### src/txCmdPkg.sv
`default_nettype none

package txCmdPkg;

	typedef logic [1:0] controlMode_t;	// control field of the control register
	typedef logic [15:0] pioCmd_t;
	typedef logic [31:0] irqStatus_t;

	localparam controlMode_t modeIdle = 2'b00;
	localparam controlMode_t modePio = 2'b01;	// commands taken from the PIO word

	// command word, one command per bit
	localparam int cmdIssueRcvTrig = 1;
	localparam int cmdFire = 2;
	localparam int cmdSetAmp = 5;	// charge time and temporary fire mask
	localparam int cmdSetPhase = 6;
	localparam int cmdResetRcvTrig = 13;
	localparam int cmdResetInterrupt = 14;

	// interrupt status word
	localparam int stDone = 0;
	localparam int stNewCmd = 1;
	localparam int stFireAccepted = 4;
	localparam int stSetAmp = 5;
	localparam int stSetPhase = 6;
	localparam int stRcvAccepted = 8;
	localparam int stFireDelayDone = 9;
	localparam int stFireComplete = 10;
	localparam int stAdcRaised = 12;

	typedef enum logic [1:0]
	{
		seqIdle,
		seqFireDelay,	// counting down the fire delay
		seqArmed,		// channels armed, waiting for all chanDone
		seqClear
	} seqState_t;

endpackage

`default_nettype wire

### src/txChanPkg.sv
`default_nettype none

package txChanPkg;

	// pulse width in clock cycles
	typedef logic [8:0] chargeTime_t;

	// per-channel wait between trigger and pulse
	typedef logic [15:0] phaseDelay_t;

	// fire delay and receive-trigger delay
	typedef logic [31:0] delayCount_t;

endpackage

`default_nettype wire

### src/txChannel.sv
`default_nettype none
`timescale 1ns/100ps

module txChannel (
	input logic txCLK,
	input logic rst,
	input logic chanClear,
	input logic chanEnable,
	input logic chanArm,
	input logic fireTrigger,
	input txChanPkg::chargeTime_t chargeTime,
	input txChanPkg::phaseDelay_t phaseDelay,
	output logic transducerOut,
	output logic chanDone
);

	import txChanPkg::*;

	phaseDelay_t waitCount;
	chargeTime_t pulseCount;
	logic waiting;
	logic pulsing;
	logic fireSeen;
	logic pulseStart;

	// trigger while armed, once per fire
	assign fireSeen = chanArm & fireTrigger & ~waiting & ~pulsing & ~chanDone;
	assign pulseStart = (fireSeen & chanEnable & (phaseDelay == '0))
		| (waiting & (waitCount == '0));
	assign transducerOut = pulsing;

	always_ff @(posedge txCLK)
	begin
		if (rst || chanClear)
		begin
			waiting <= 1'b0;
			pulsing <= 1'b0;
			chanDone <= 1'b0;
		end
		else
		begin
			if (fireSeen && !chanEnable)
				chanDone <= 1'b1;	// disabled, done at once
			else if (fireSeen && phaseDelay != '0)
				waiting <= 1'b1;

			if (pulseStart)
			begin
				waiting <= 1'b0;
				if (chargeTime == '0)
					chanDone <= 1'b1;	// zero charge time gives no pulse
				else
					pulsing <= 1'b1;
			end
			else if (pulsing && pulseCount == '0)
			begin
				pulsing <= 1'b0;
				chanDone <= 1'b1;
			end
		end
	end

	// pulse rises phaseDelay edges after the trigger edge, lasts chargeTime cycles
	always_ff @(posedge txCLK)
	begin
		if (fireSeen)
			waitCount <= phaseDelay - 1'b1;
		else if (waiting)
			waitCount <= waitCount - 1'b1;

		if (pulseStart)
			pulseCount <= chargeTime - 1'b1;
		else if (pulsing)
			pulseCount <= pulseCount - 1'b1;
	end

endmodule

`default_nettype wire

### src/rcvTrigger.sv
`default_nettype none
`timescale 1ns/100ps

module rcvTrigger (
	input logic txCLK,
	input logic rst,
	input logic rcvStart,
	input logic rcvClear,
	input txChanPkg::delayCount_t rcvDelay,
	input logic adcTriggerAck,
	output logic adcTrigger,
	output logic rcvBusy,
	output logic adcRaised
);

	import txChanPkg::*;

	delayCount_t count;
	logic counting;

	assign rcvBusy = counting | adcTrigger;	// countdown or waiting for the ack

	always_ff @(posedge txCLK)
	begin
		if (rst || rcvClear)
		begin
			counting <= 1'b0;
			adcTrigger <= 1'b0;
			adcRaised <= 1'b0;
		end
		else
		begin
			adcRaised <= 1'b0;
			if (rcvStart && !rcvBusy)
			begin
				counting <= 1'b1;
				count <= rcvDelay;
			end
			else if (counting)
			begin
				// trigger rises rcvDelay+1 edges after the start edge
				if (count != '0)
					count <= count - 1'b1;
				else
				begin
					counting <= 1'b0;
					adcTrigger <= 1'b1;
					adcRaised <= 1'b1;
				end
			end
			else if (adcTrigger && adcTriggerAck)
				adcTrigger <= 1'b0;	// drop on the edge after the ack is seen
		end
	end

endmodule

`default_nettype wire

### src/txSequencer.sv
`default_nettype none
`timescale 1ns/100ps

module txSequencer #(
	parameter int numChannels = 8
) (
	input logic txCLK,
	input logic rst,
	input txCmdPkg::controlMode_t controlMode,
	input txCmdPkg::pioCmd_t pioCommands,
	input logic soloMode,
	input logic extTrigMode,
	input logic extTrigger,
	input logic [numChannels-1:0] chanEnable,
	input logic [numChannels-1:0] fireMask,
	input txChanPkg::chargeTime_t chargeTime,
	input txChanPkg::phaseDelay_t [numChannels-1:0] phaseDelays,
	input txChanPkg::delayCount_t fireDelay,
	input txChanPkg::delayCount_t rcvDelay,
	input logic [numChannels-1:0] chanDone,
	input logic rcvBusy,
	input logic adcRaised,
	output logic chanArm,
	output logic chanClear,
	output logic fireTrigger,
	output logic [numChannels-1:0] chanEnableMasked,
	output txChanPkg::chargeTime_t chanChargeTime,
	output txChanPkg::phaseDelay_t [numChannels-1:0] chanPhaseDelays,
	output logic rcvStart,
	output txChanPkg::delayCount_t rcvTrigDelay,
	output logic rcvClear,
	output txCmdPkg::irqStatus_t interruptStatus
);

	import txCmdPkg::*;
	import txChanPkg::*;

	seqState_t state;
	pioCmd_t cmdReg;					// input register for the command word
	pioCmd_t prevCmd;					// last captured command word
	delayCount_t fireCount;
	logic [numChannels-1:0] tmpMask;	// set bit masks a channel until the fire completes
	logic internalTrig;
	logic cmdAccepted;					// some command taken since the last clear

	logic idleMode;
	logic pioMode;
	logic cmdValid;
	logic fireBusy;
	logic useInternal;
	logic trigSel;
	logic acceptFire;
	logic acceptAmp;
	logic acceptPhase;
	logic acceptRcv;

	assign idleMode = (controlMode == modeIdle);
	assign pioMode = (controlMode == modePio);
	assign cmdValid = pioMode & (cmdReg != prevCmd);	// act on changes only
	assign fireBusy = (state != seqIdle);
	assign useInternal = soloMode & ~extTrigMode;	// solo board, no external trigger
	assign trigSel = useInternal ? internalTrig : extTrigger;
	assign chanEnableMasked = chanEnable & ~tmpMask;

	// fire, amp and phase wait until a running fire is over
	assign acceptFire = cmdValid & cmdReg[cmdFire] & ~fireBusy;
	assign acceptAmp = cmdValid & cmdReg[cmdSetAmp] & ~fireBusy;
	assign acceptPhase = cmdValid & cmdReg[cmdSetPhase] & ~fireBusy;
	assign acceptRcv = cmdValid & cmdReg[cmdIssueRcvTrig] & ~rcvBusy & ~rcvStart;

	always_ff @(posedge txCLK)
	begin
		if (rst)
			cmdReg <= '0;
		else
			cmdReg <= pioCommands;
	end

	always_ff @(posedge txCLK)
	begin
		if (acceptAmp)
			chanChargeTime <= chargeTime;
		if (acceptPhase)
			chanPhaseDelays <= phaseDelays;
		if (acceptRcv)
			rcvTrigDelay <= rcvDelay;	// valid while rcvStart is high
	end

	always_ff @(posedge txCLK)
	begin
		chanClear <= 1'b0;
		rcvStart <= 1'b0;
		rcvClear <= 1'b0;
		if (rst || idleMode)
		begin
			state <= seqIdle;
			prevCmd <= '0;
			fireCount <= '0;
			tmpMask <= '0;
			internalTrig <= 1'b0;
			cmdAccepted <= 1'b0;
			chanArm <= 1'b0;
			fireTrigger <= 1'b0;
			interruptStatus <= '0;
			chanClear <= idleMode;	// keeps channels and receive trigger quiet in idle
			rcvClear <= idleMode;
		end
		else if (pioMode)
		begin
			unique case (state)
				seqIdle:
				begin
					if (acceptFire)
					begin
						fireCount <= fireDelay;
						state <= seqFireDelay;
					end
				end
				seqFireDelay:
				begin
					if (fireCount != '0)
						fireCount <= fireCount - 1'b1;
					else
					begin
						state <= seqArmed;
						chanArm <= 1'b1;
						fireTrigger <= trigSel;	// internal trigger rises with chanArm
						interruptStatus[stFireDelayDone] <= 1'b1;
					end
				end
				seqArmed:
				begin
					if (&chanDone)
					begin
						state <= seqClear;
						chanArm <= 1'b0;
						fireTrigger <= 1'b0;
						chanClear <= 1'b1;
						tmpMask <= '0;	// back to the full enable set
						interruptStatus[stFireComplete] <= 1'b1;
					end
					else
						fireTrigger <= trigSel;
				end
				seqClear:
					state <= seqIdle;	// channels drop chanDone on this edge
				default:
					state <= seqIdle;
			endcase

			if (cmdValid)
			begin
				prevCmd <= cmdReg;
				interruptStatus[stNewCmd] <= 1'b1;
			end
			if (acceptFire)
			begin
				interruptStatus[stFireAccepted] <= 1'b1;
				if (useInternal)
					internalTrig <= 1'b1;
			end
			if (acceptAmp)
			begin
				tmpMask <= fireMask;
				interruptStatus[stSetAmp] <= 1'b1;
			end
			if (acceptPhase)
				interruptStatus[stSetPhase] <= 1'b1;
			if (acceptRcv)
			begin
				rcvStart <= 1'b1;
				interruptStatus[stRcvAccepted] <= 1'b1;
			end
			if (acceptFire || acceptAmp || acceptPhase || acceptRcv)
				cmdAccepted <= 1'b1;
			if (cmdValid && cmdReg[cmdResetRcvTrig])
				rcvClear <= 1'b1;
			if (adcRaised)
				interruptStatus[stAdcRaised] <= 1'b1;

			// nothing left running
			if (cmdAccepted && !chanArm && state != seqFireDelay && !acceptFire
				&& !rcvBusy && !rcvStart && !acceptRcv)
				interruptStatus[stDone] <= 1'b1;

			// last so it wins over every bit set above
			if (cmdValid && cmdReg[cmdResetInterrupt])
			begin
				interruptStatus <= '0;
				internalTrig <= 1'b0;
				cmdAccepted <= 1'b0;
			end
		end
	end

endmodule

`default_nettype wire

### src/txOutputCtrl.sv
`default_nettype none
`timescale 1ns/100ps

module txOutputCtrl #(
	parameter int numChannels = 8
) (
	input logic txCLK,
	input logic rst,
	input txCmdPkg::controlMode_t controlMode,
	input txCmdPkg::pioCmd_t pioCommands,
	input logic soloMode,
	input logic extTrigMode,
	input logic [numChannels-1:0] chanEnable,
	input logic [numChannels-1:0] fireMask,
	input txChanPkg::chargeTime_t chargeTime,
	input txChanPkg::phaseDelay_t [numChannels-1:0] phaseDelays,
	input txChanPkg::delayCount_t fireDelay,
	input txChanPkg::delayCount_t rcvDelay,
	input logic extTrigger,
	input logic adcTriggerAck,
	output logic [numChannels-1:0] transducerOut,
	output logic adcTrigger,
	output txCmdPkg::irqStatus_t interruptStatus
);

	import txChanPkg::*;

	logic chanArm;
	logic chanClear;
	logic fireTrigger;
	logic [numChannels-1:0] chanEnableMasked;
	logic [numChannels-1:0] chanDone;
	chargeTime_t chanChargeTime;
	phaseDelay_t [numChannels-1:0] chanPhaseDelays;
	logic rcvStart;
	logic rcvClear;
	logic rcvBusy;
	logic adcRaised;
	delayCount_t rcvTrigDelay;	// delay captured with the issue command

	txSequencer #(
		.numChannels(numChannels)
	) seqInst (
		.txCLK(txCLK),
		.rst(rst),
		.controlMode(controlMode),
		.pioCommands(pioCommands),
		.soloMode(soloMode),
		.extTrigMode(extTrigMode),
		.extTrigger(extTrigger),
		.chanEnable(chanEnable),
		.fireMask(fireMask),
		.chargeTime(chargeTime),
		.phaseDelays(phaseDelays),
		.fireDelay(fireDelay),
		.rcvDelay(rcvDelay),
		.chanDone(chanDone),
		.rcvBusy(rcvBusy),
		.adcRaised(adcRaised),
		.chanArm(chanArm),
		.chanClear(chanClear),
		.fireTrigger(fireTrigger),
		.chanEnableMasked(chanEnableMasked),
		.chanChargeTime(chanChargeTime),
		.chanPhaseDelays(chanPhaseDelays),
		.rcvStart(rcvStart),
		.rcvTrigDelay(rcvTrigDelay),
		.rcvClear(rcvClear),
		.interruptStatus(interruptStatus)
	);

	for (genvar i = 0; i < numChannels; i++)
	begin : genChan
		txChannel chanInst (
			.txCLK(txCLK),
			.rst(rst),
			.chanClear(chanClear),
			.chanEnable(chanEnableMasked[i]),
			.chanArm(chanArm),
			.fireTrigger(fireTrigger),
			.chargeTime(chanChargeTime),
			.phaseDelay(chanPhaseDelays[i]),
			.transducerOut(transducerOut[i]),
			.chanDone(chanDone[i])
		);
	end

	rcvTrigger rcvInst (
		.txCLK(txCLK),
		.rst(rst),
		.rcvStart(rcvStart),
		.rcvClear(rcvClear),
		.rcvDelay(rcvTrigDelay),
		.adcTriggerAck(adcTriggerAck),
		.adcTrigger(adcTrigger),
		.rcvBusy(rcvBusy),
		.adcRaised(adcRaised)
	);

endmodule

`default_nettype wire

### config.mk
export PLATFORM = sky130hd
export DESIGN_NAME = txOutputCtrl
export DESIGN_NICKNAME = d
export VERILOG_FILES = /design/src/txCmdPkg.sv /design/src/txChanPkg.sv /design/src/txChannel.sv /design/src/rcvTrigger.sv /design/src/txSequencer.sv /design/src/txOutputCtrl.sv
export SDC_FILE = /design/constraint.sdc
export NUM_CORES = 1
export LEC_CHECK = 0
export ABC_CLOCK_PERIOD_IN_PS = 6630
export BUFFER_PORTS_ARGS = -buffer_cell sky130_fd_sc_hd__buf_4
export CORE_UTILIZATION = 64
export DETAILED_ROUTE_END_ITERATION = 16
export PLACE_DENSITY_LB_ADDON = 0.12
export SYNTH_ARGS = -nofsm -noshare
export SYNTH_HDL_FRONTEND = slang
export SYNTH_SLANG_ARGS = --single-unit
### constraint.sdc
create_clock -name txCLK -period 6.63 [get_ports txCLK]
set_input_delay 0.3315 -clock txCLK [delete_from_list [all_inputs] [get_ports txCLK]]
set_output_delay 0.3315 -clock txCLK [all_outputs]
set_load 0.05 [all_outputs]
# After elaboration in Yosys (flattened, before gate mapping)

Index checks and enable logic that the tools add are counted.

Flip-flop bits (word level): 518
Bits of input ports: 241
Output and inout port bits: 41
Word-level logic and storage cells: 545

Add/sub/neg operators: 27
Equality and inequality tests: 20
Mux-type cells: 132
Bitwise gates (word level): 111
Reductions and logical operators: 180

Operators by type and width:

| cell                                                | number |
|---|---|
| zero test 16 bit                                    | 16 |
| two-way mux 16 bit                                  | 16 |
| subtractor 16 x 1 -> 16 bit (second input constant) | 16 |
| two-way mux 32 bit                                  | 5 |
| two-way mux 9 bit                                   | 16 |
| nonzero test 16 bit                                 | 8 |
| nonzero test 2 bit                                  | 44 |
| two-way mux 1 bit                                   | 84 |
| zero test 9 bit                                     | 9 |
| subtractor 9 x 1 -> 9 bit (second input constant)   | 9 |
| case mux 32 bit (2 select lines)                    | 1 |
| nonzero test 32 bit                                 | 2 |
| subtractor 32 x 1 -> 32 bit (second input constant) | 2 |
| AND 1 bit                                           | 60 |
| AND reduction 2 bit                                 | 25 |
| NOT 1 bit                                           | 40 |
| logical AND 1 bit                                   | 34 |
| two-way mux 8 bit                                   | 3 |
| inequality test 2 bit (second input constant)       | 11 |
| AND reduction 3 bit                                 | 7 |
| OR reduction 2 bit                                  | 9 |
| inequality test 16 bit                              | 1 |
| zero test 1 bit                                     | 13 |
| two-way mux 13 bit                                  | 1 |
| other kinds (14)                                    | 38 |

# Depth between registers and ports, before layout

Gate-level depths: netlist of the first run.

Depth after elaboration: 11
Gate-level depth with buffers: 11
Mapped depth without buffers: 8

# Modules after synthesis

A second synthesis of the first run with hierarchy kept.

Cell total of the unflattened synthesis: 2513
Area, all modules: 27771.6 um^2

Modules (own cells, without submodules):

| module      | times used | cells each | area an instance (um^2) | sequential area each (um^2) |
|---|---|---|---|---|
| txChannel   | 8          | 198        | 2013.2                  | 810.8 |
| txSequencer | 1          | 717        | 9626.7                  | 6876.6 |
| rcvTrigger  | 1          | 212        | 2039.5                  | 1021.0 |

# Worst setup path before layout of the first run

OpenSTA, ideal clock, no wires.

Kind: register to register
Start point: register seqInst.cmdReg[2]
End point: register seqInst.chanPhaseDelays[0] in the netlist's numbering, enable pin
Setup time: 0.504 ns
Arrival time: 4.020 ns
Required time: 6.126 ns
Slack: 2.106 ns
Stages on the path, launching flop included: 7
Buffers on the path: 1
Period minus slack after synthesis: 4.524 ns
Path through: dfxtp_1 > clkbuf_1 > xnor2_1 > nand4_1 > nor4_1 > nor2_1 > and3_1

Word-level cells in the longest chain between the ends: 4

Ends and longest elaborated chain:

| what                    | line              | RTL |
|---|---|---|
| start, declared         | txSequencer.sv:39 | `pioCmd_t cmdReg;` |
| start signal, assigned  | txSequencer.sv:76 | `cmdReg <= pioCommands;` |
| inequality test 16 bit  | txSequencer.sv:59 | `assign cmdValid = pioMode & (cmdReg != prevCmd);` |
| AND 1 bit               | txSequencer.sv:59 |  |
| AND 1 bit (2 in series) | txSequencer.sv:68 | `assign acceptPhase = cmdValid & cmdReg[cmdSetPhase] & ~fireBusy;` |
| via seqInst.acceptPhase | txSequencer.sv:54 | `logic acceptPhase;` |
| end signal, assigned    | txSequencer.sv:84 | `chanPhaseDelays <= phaseDelays;` |
| end, declared           | txSequencer.sv:28 | `output txChanPkg::phaseDelay_t [numChannels-1:0] chanPhaseDelays,` |

The timed path passes the listed nets, and every way through them passes these cells.
A chain may end at the register's enable or synchronous reset.

# Worst setup path in the final report of the first run

Start point: register seqInst.chanArm
End point: register genChan[2].chanInst.waitCount[10] (data pin)

Word-level cells in the longest chain between the ends: 5

Ends and longest elaborated chain:

| what                    | line               | RTL |
|---|---|---|
| start, declared         | txSequencer.sv:23  | `output logic chanArm,` |
| start signal, assigned  | txSequencer.sv:102 | `chanArm <= 1'b0;` |
| start signal, assigned  | txSequencer.sv:126 | `chanArm <= 1'b1;` |
| start signal, assigned  | txSequencer.sv:136 | `chanArm <= 1'b0;` |
| AND 1 bit (4 in series) | txChannel.sv:27    | `assign fireSeen = chanArm & fireTrigger & ~waiting & ~pulsing & ~chanDone;` |
| two-way mux 16 bit      | txChannel.sv:66    | `if (fireSeen)` |
| end signal, assigned    | txChannel.sv:67    | `waitCount <= phaseDelay - 1'b1;` |
| end signal, assigned    | txChannel.sv:69    | `waitCount <= waitCount - 1'b1;` |
| end, declared           | txChannel.sv:19    | `phaseDelay_t waitCount;` |

Every way passes these cells.

==> results.cfg, run 1 <==
[critical_path]
required_ps = 6940
worstSetupPathType = reg2reg
crit_fanout = 28
arrival_ps = 4400
worstSetupEndpointType = flop
startpoint_type = flop

[synth]
synthMuxAreaShare_pct = 5.76
synth_seq_cells = 518
synth_cell_type_count = 75
synthArstFlopShare_pct = 0
syn_area_per_cell_sq_um = 10.9
yosys.area_share.xor_xnor_pct = 8.81
synthSimpleGateAreaFrac_pct = 17.1
syn_area_sq_um = 26100
synth_top_family_by_area = simple AND/OR/NAND/NOR gates
syn-instance-count = 2400
yosysSeqAreaShare_pct = 55.0
synthAdderAreaFrac_pct = 1.15
yosysWarnings = 0
synth_compound_area_share_pct = 9.10
synth-edff-count = 401
synth-main-ff-cell = edfxtp_1

[floorplanning]
start_util_pct = 65.3
num_rows = 73
coreArea_sq_um = 40000
die_area_sq_um = 41700
die_w_um = 204
pin_count = 282
dieHeight_um = 204

[cells_and_area]
multi_input_area_sq_um = 11100
syn2layout_area_growth_pct = 23.1
stdcell_area_sq_um = 32200
regArea_sq_um = 14400
layout.cells.most_common_list = edfxtp_1, buf_4, nor2_1
drive_gt1_share_pct = 14.9
fillers = 2403
final_common_cell = edfxtp_1
final_nets = 3096

[timing]
setup_viol = 0
rsz0062_at_grt = no
drv_slew = 0
clock.fmax_ghz = 0.244
post-route-min-period_ps = 4090
setup-tns-final_ps = 0
finalCritPeriodShare_pct = 61.7
skew_ps = 22.2
hold_viol_final = 0
slew_headroom_pct = 22.1
worst_pin_slew_ps = 1160
whs_ps = 60.0

[global_routing]
grt_overflow_total = 0
grt_pass1_wl_mm = 104
grt_use_total_pct = 31.3
grt_pass1_vias = 20300
grt_max_degree = 66
antenna_found_initial = 5

[clock_network]
clk_pin_slew_ps = 60
cts_buffers = 54
cts_tree = built
htreeDepth = 2
cts_resized = 0
root_buffer = clkbuf_16
clock_sinks = 518
clock_path_buffers = 3
insertion_delay_ps = 610
post_cts_buffers = 0

[flow_run]
drv_cap = 0

[placement]
gp_congestion = 0.912
dp_hpwl_mm = 40.4
place_area_sq_um = 28500
io_buffers = 258

[route]
drt_iter0_markers = 1823
routed_via_density = 6.00
vias = 20400
drc_errors = 0
wl_mm = 65.9
first_pass_iters = 5
post_drt_wl_per_cell_um = 19.4
ant_nets = 0

[outcome]
status = complete, no violations

[pwr]
peakVddDrop_mv = 0.230
p_leak_nw = 11.6
powerDensity_nw_per_um2 = 219

[hold_path]
hold_class = in2reg
## per-stage QoR
step	setup WS, ps	power [mW]	util, %	std cells
4_1_cts	2630	7.05	80.4	3400
3_5_place_dp	2650	3.97	71.2	3105
3_3_place_gp	2920	3.97	71.2	3105
6_report	2540	7.06	80.5	3403
5_1_grt	2230	7.23	80.5	3403
2_1_floorplan	2110	3.81	-	2422
## worst max-delay path, cell delays in order, from the launching register on
cell	delay [ps]
dfxtp_1	840
and4bb_2	400
nand2_1	670
mux2i_1	470
ha_1	250
o2111ai_1	430
nor4_1	460
xnor2_1	170
mux2i_1	100
## power by group
group	switching, mW	internal, mW	leakage, nW
logic	0.236	0.234	6.07
registers	0.0336	3.51	4.65
clock network	1.28	1.77	0.880
total	1.55	5.51	11.6
## area by class of cell
class,instances,share of cell area [%]
Sequential cell,518,44.7
Antenna cell,3,0.0233
Clock inverter,24,0.579
Multi-Input combinational cell,1731,34.5
Timing Repair Buffer,480,12.7
Tap cell,525,2.04
Clock buffer,76,4.91
Inverter,46,0.536
## cell usage after synthesis, types with 13 or more instances
cell      instances  area share [%]
xnor2_1         167             5.6
o31ai_1          20            0.57
nand4_1          20            0.48
nand3b_1         13            0.37
nor2_1          222             3.2
a211oi_1         15            0.43
nor4b_1          17            0.57
or3_1            59             1.4
or2_2            13            0.31
nor4_1           47             1.1
xor2_1           96             3.2
nor2b_1          21            0.50
nand2b_1         27            0.65
inv_1            46            0.66
a21oi_1         149             2.9
a31oi_1          17            0.41
or4_1            21            0.60
nand2_1         176             2.5
nand3_1          40            0.77
edfxtp_1        401              46
clkbuf_1         75             1.1
ha_1             24             1.1
o21ai_0         115             2.2
buf_4            31            0.89
mux2i_1         138             5.3
nor3_1          145             2.8
dfxtp_1         117             9.0
## per-layer routing
| metal | GRT usage (%) | share of wire (%) | vias up |
|---|---|---|---|
| met5 | 0 | 0.041 | - |
| met4 | 12.0 | 3.2 | 4 |
| met3 | 4.83 | 6.6 | 148 |
| met2 | 54.5 | 50 | 818 |
| met1 | 39.3 | 40 | 9799 |
| li1 | - | - | 9639 |
## cells by family (layout without fill, tap and decap cells)
| family | after synthesis | in the layout |
|---|---|---|
| buf+inv | 173 | 626 |
| compound gates | 398 | 398 |
| xor+xnor | 263 | 263 |
| fa+ha+maj | 24 | 24 |
| mux | 149 | 149 |
| flops | 518 | 518 |
| other cells | 1 | 26 |
| simple gates | 874 | 874 |
## registers in the layout, summed over array words and instances (netlist names), 2 cells and up
signal,cells
genChan.chanInst.waitCount,128
seqInst.chanPhaseDelays,128
genChan.chanInst.pulseCount,72
rcvInst.count,32
seqInst.fireCount,32
seqInst.rcvTrigDelay,32
seqInst.cmdReg,16
seqInst.prevCmd,16
seqInst.chanChargeTime,9
seqInst.interruptStatus,9
genChan.chanInst.chanDone,8
genChan.chanInst.transducerOut,8
genChan.chanInst.waiting,8
seqInst.tmpMask,8
seqInst.state,2
## repair_timing
| action | in CTS | in global routing |
|---|---|---|
| hold buffers | 195 | 0 |
| endpoints found under the setup margin | 0 | 0 |
| hold endpoints to repair | 194 | 0 |
## path summary, 6_finish.rpt
check,cells after the start,from,endpoint,slack [ps]
setup reg to reg,8,seqInst.chanArm,genChan[2].chanInst.waitCount[10],2540
hold reg to reg,2,seqInst.tmpMask[4],seqInst.tmpMask[4],460
setup / recovery,8,seqInst.chanArm,genChan[2].chanInst.waitCount[10],2540
hold / removal,3,fireDelay[0],seqInst.fireCount[0],60
No activity file was read; power rests on OpenSTA's default activity.
==> inputs of run 2 (changes only) <==
--- a/config.mk
+++ b/config.mk
@@ -5,9 +5,10 @@
 export SDC_FILE = /design/constraint.sdc
 export NUM_CORES = 1
 export LEC_CHECK = 0
-export ABC_CLOCK_PERIOD_IN_PS = 6630
+export ABC_AREA = 1
+export ABC_CLOCK_PERIOD_IN_PS = 4100
 export BUFFER_PORTS_ARGS = -buffer_cell sky130_fd_sc_hd__buf_4
-export CORE_UTILIZATION = 64
+export CORE_UTILIZATION = 60
 export DETAILED_ROUTE_END_ITERATION = 16
 export PLACE_DENSITY_LB_ADDON = 0.12
 export SYNTH_ARGS = -nofsm -noshare
==> constraint.sdc (replaced) <==
create_clock -name txCLK -period 4.1 [get_ports txCLK]
set_input_delay 0.205 -clock txCLK [delete_from_list [all_inputs] [get_ports txCLK]]
set_output_delay 0.205 -clock txCLK [all_outputs]
set_load 0.05 [all_outputs]
==> run 2 against run 1 <==
Against the previous run: cell count increased by 24%; area after synthesis increased by 3.4%; power increased by 61%; clock power increased by 58%; first-iteration DRC count decreased by 8.1%; critical path type unchanged.
==> results.cfg, run 2 <==
[synth]
synthArstFlopShare_pct = 0
yosysSeqAreaShare_pct = 53.2
synth_cell_type_count = 53
syn_area_sq_um = 27000
synthTopCellsByCount = nand2_1, nor2_1, edfxtp_1
synth-edff-count = 401
yosysMostFrequentCell = nand2_1
synth_area_leaders = edfxtp_1, nand2_1, dfxtp_1, nor2_1, inv_1
synth.largest_area_cell = edfxtp_1
syn_area_per_cell_sq_um = 8.75
synth_seq_cells = 518
synth_top_area_share_pct = 44.6
syn-instance-count = 3088
yosysWarnings = 0
synth-main-ff-cell = edfxtp_1

[critical_path]
startpoint_type = flop
worstSetupEndpointType = flop
required_ps = 4540
arrival_ps = 3460
crit_fanout = 11
worstSetupPathType = reg2reg

[timing]
skew_ps = 26.5
finalCritPeriodShare_pct = 73.8
rsz0062_at_grt = no
slew_headroom_pct = 26.7
worst_pin_slew_ps = 1100
clock.fmax_ghz = 0.331
post-route-min-period_ps = 3020
setup_viol = 0
setup-tns-final_ps = 0
drv_slew = 0
hold_viol_final = 0

[global_routing]
grt_max_degree = 49
grt_overflow_total = 0
grt_pass1_vias = 22300
grt_pass1_wl_mm = 109
antenna_found_initial = 2
grt_use_total_pct = 29.4

[clock_network]
post_cts_buffers = 0
insertion_delay_ps = 610
clk_pin_slew_ps = 60
clock_path_buffers = 3
cts_buffers = 54
root_buffer = clkbuf_16
clock_sinks = 518
htreeDepth = 2
cts_resized = 0
cts_tree = built
postCtsHoldBufs = 242

[pwr]
powerDensity_nw_per_um2 = 340
peakVddDrop_mv = 0.401
total_power_mw = 11.4
p_leak_nw = 14.4

[cells_and_area]
reg.largest.list = genChan.chanInst.waitCount x128, seqInst.chanPhaseDelays x128, genChan.chanInst.pulseCount x72
final_common_cell = nand2_1
multi_input_area_sq_um = 10600
syn2layout_area_growth_pct = 23.8
fillers = 3186
regArea_sq_um = 14400
stdcell_area_sq_um = 33400
drive_gt1_share_pct = 12.9
final_nets = 3851
layout.cells.most_common_list = nand2_1, nor2_1, edfxtp_1

[route]
drc_errors = 0
vias = 22400
routed_via_density = 5.31
drt_iter0_markers = 1675
wl_mm = 68.0
ant_nets = 0
post_drt_wl_per_cell_um = 16.1
first_pass_iters = 6

[outcome]
status = complete, no violations

[floorplanning]
num_rows = 77
die_area_sq_um = 45900
pin_count = 282
coreArea_sq_um = 44300
start_util_pct = 61.0
die_w_um = 214
dieHeight_um = 214

[placement]
place_area_sq_um = 29300
gp_congestion = 0.936
io_buffers = 258
dp_hpwl_mm = 45.7

[flow_run]
drv_cap = 0

[hold_path]
hold_class = in2reg
## run 2: worst max-delay path: stages, from the launching register on
cell and delay (ps):
edfxtp_1 360, inv_1 390, ha_1 310, nand3_1 130
nor3_1 220, nand2_1 290, inv_1 540, nor2_1 320
o21ai_0 270
## run 2: cells by family after synthesis
logic type | synth area share, %
compound gates | 6.69
xor+xnor | 5.83
fa+ha+maj | 1.11
buf+inv | 7.81
flops | 53.2
mux | 0.412
other cells | 0.0139
simple gates | 24.9
## run 2: layout make-up
class	count	area share (%)
diodes	2	0.0150
clock buffers	69	4.45
clock inverters	30	0.681
inverters	395	4.48
multi-input cells	2105	31.8
flip-flops and latches	518	43.0
well taps	592	2.21
repair buffers	512	13.4
## run 2: stage by stage
stage               std cells  setup slack (ps)  util (%)  hold slack [ps]
global route             4223               883      75.5             69.2
global placement         3880              1340      66.1              383
floorplan                3110              31.1         -              304
detailed placement       3880              1120      66.1              384
CTS                      4221              1070      75.5             16.2
finish                   4223              1080      75.5             53.4
## run 2: final timing paths
kind / startpoint / endpoint / slack (ps) / cells past startpoint
hold / removal: fireDelay[28] / seqInst.fireCount[28] / 50 / 5
setup / recovery: seqInst.chanChargeTime[0] / genChan[2].chanInst.pulseCount[8] / 1080 / 8
setup reg to reg: seqInst.chanChargeTime[0] / genChan[2].chanInst.pulseCount[8] / 1080 / 8
hold reg to reg: rcvInst.adcRaised / seqInst.interruptStatus[12] / 460 / 2
## run 2: power by group
part / leakage, nW / switching, mW / internal, mW
combinational: 8.83 / 0.439 / 0.421
clock: 0.843 / 2.06 / 2.74
sequential: 4.72 / 0.0433 / 5.68
## run 2: layer usage
layer	wire length (um)	track usage, %	share of wire [%]	vias up
met2	33600	51.5	49	666
met1	28600	36.8	42	10500
met3	3440	3.99	5.1	158
li1	-	-	-	11100
met5	0	0	0	-
met4	2440	11.8	3.6	0
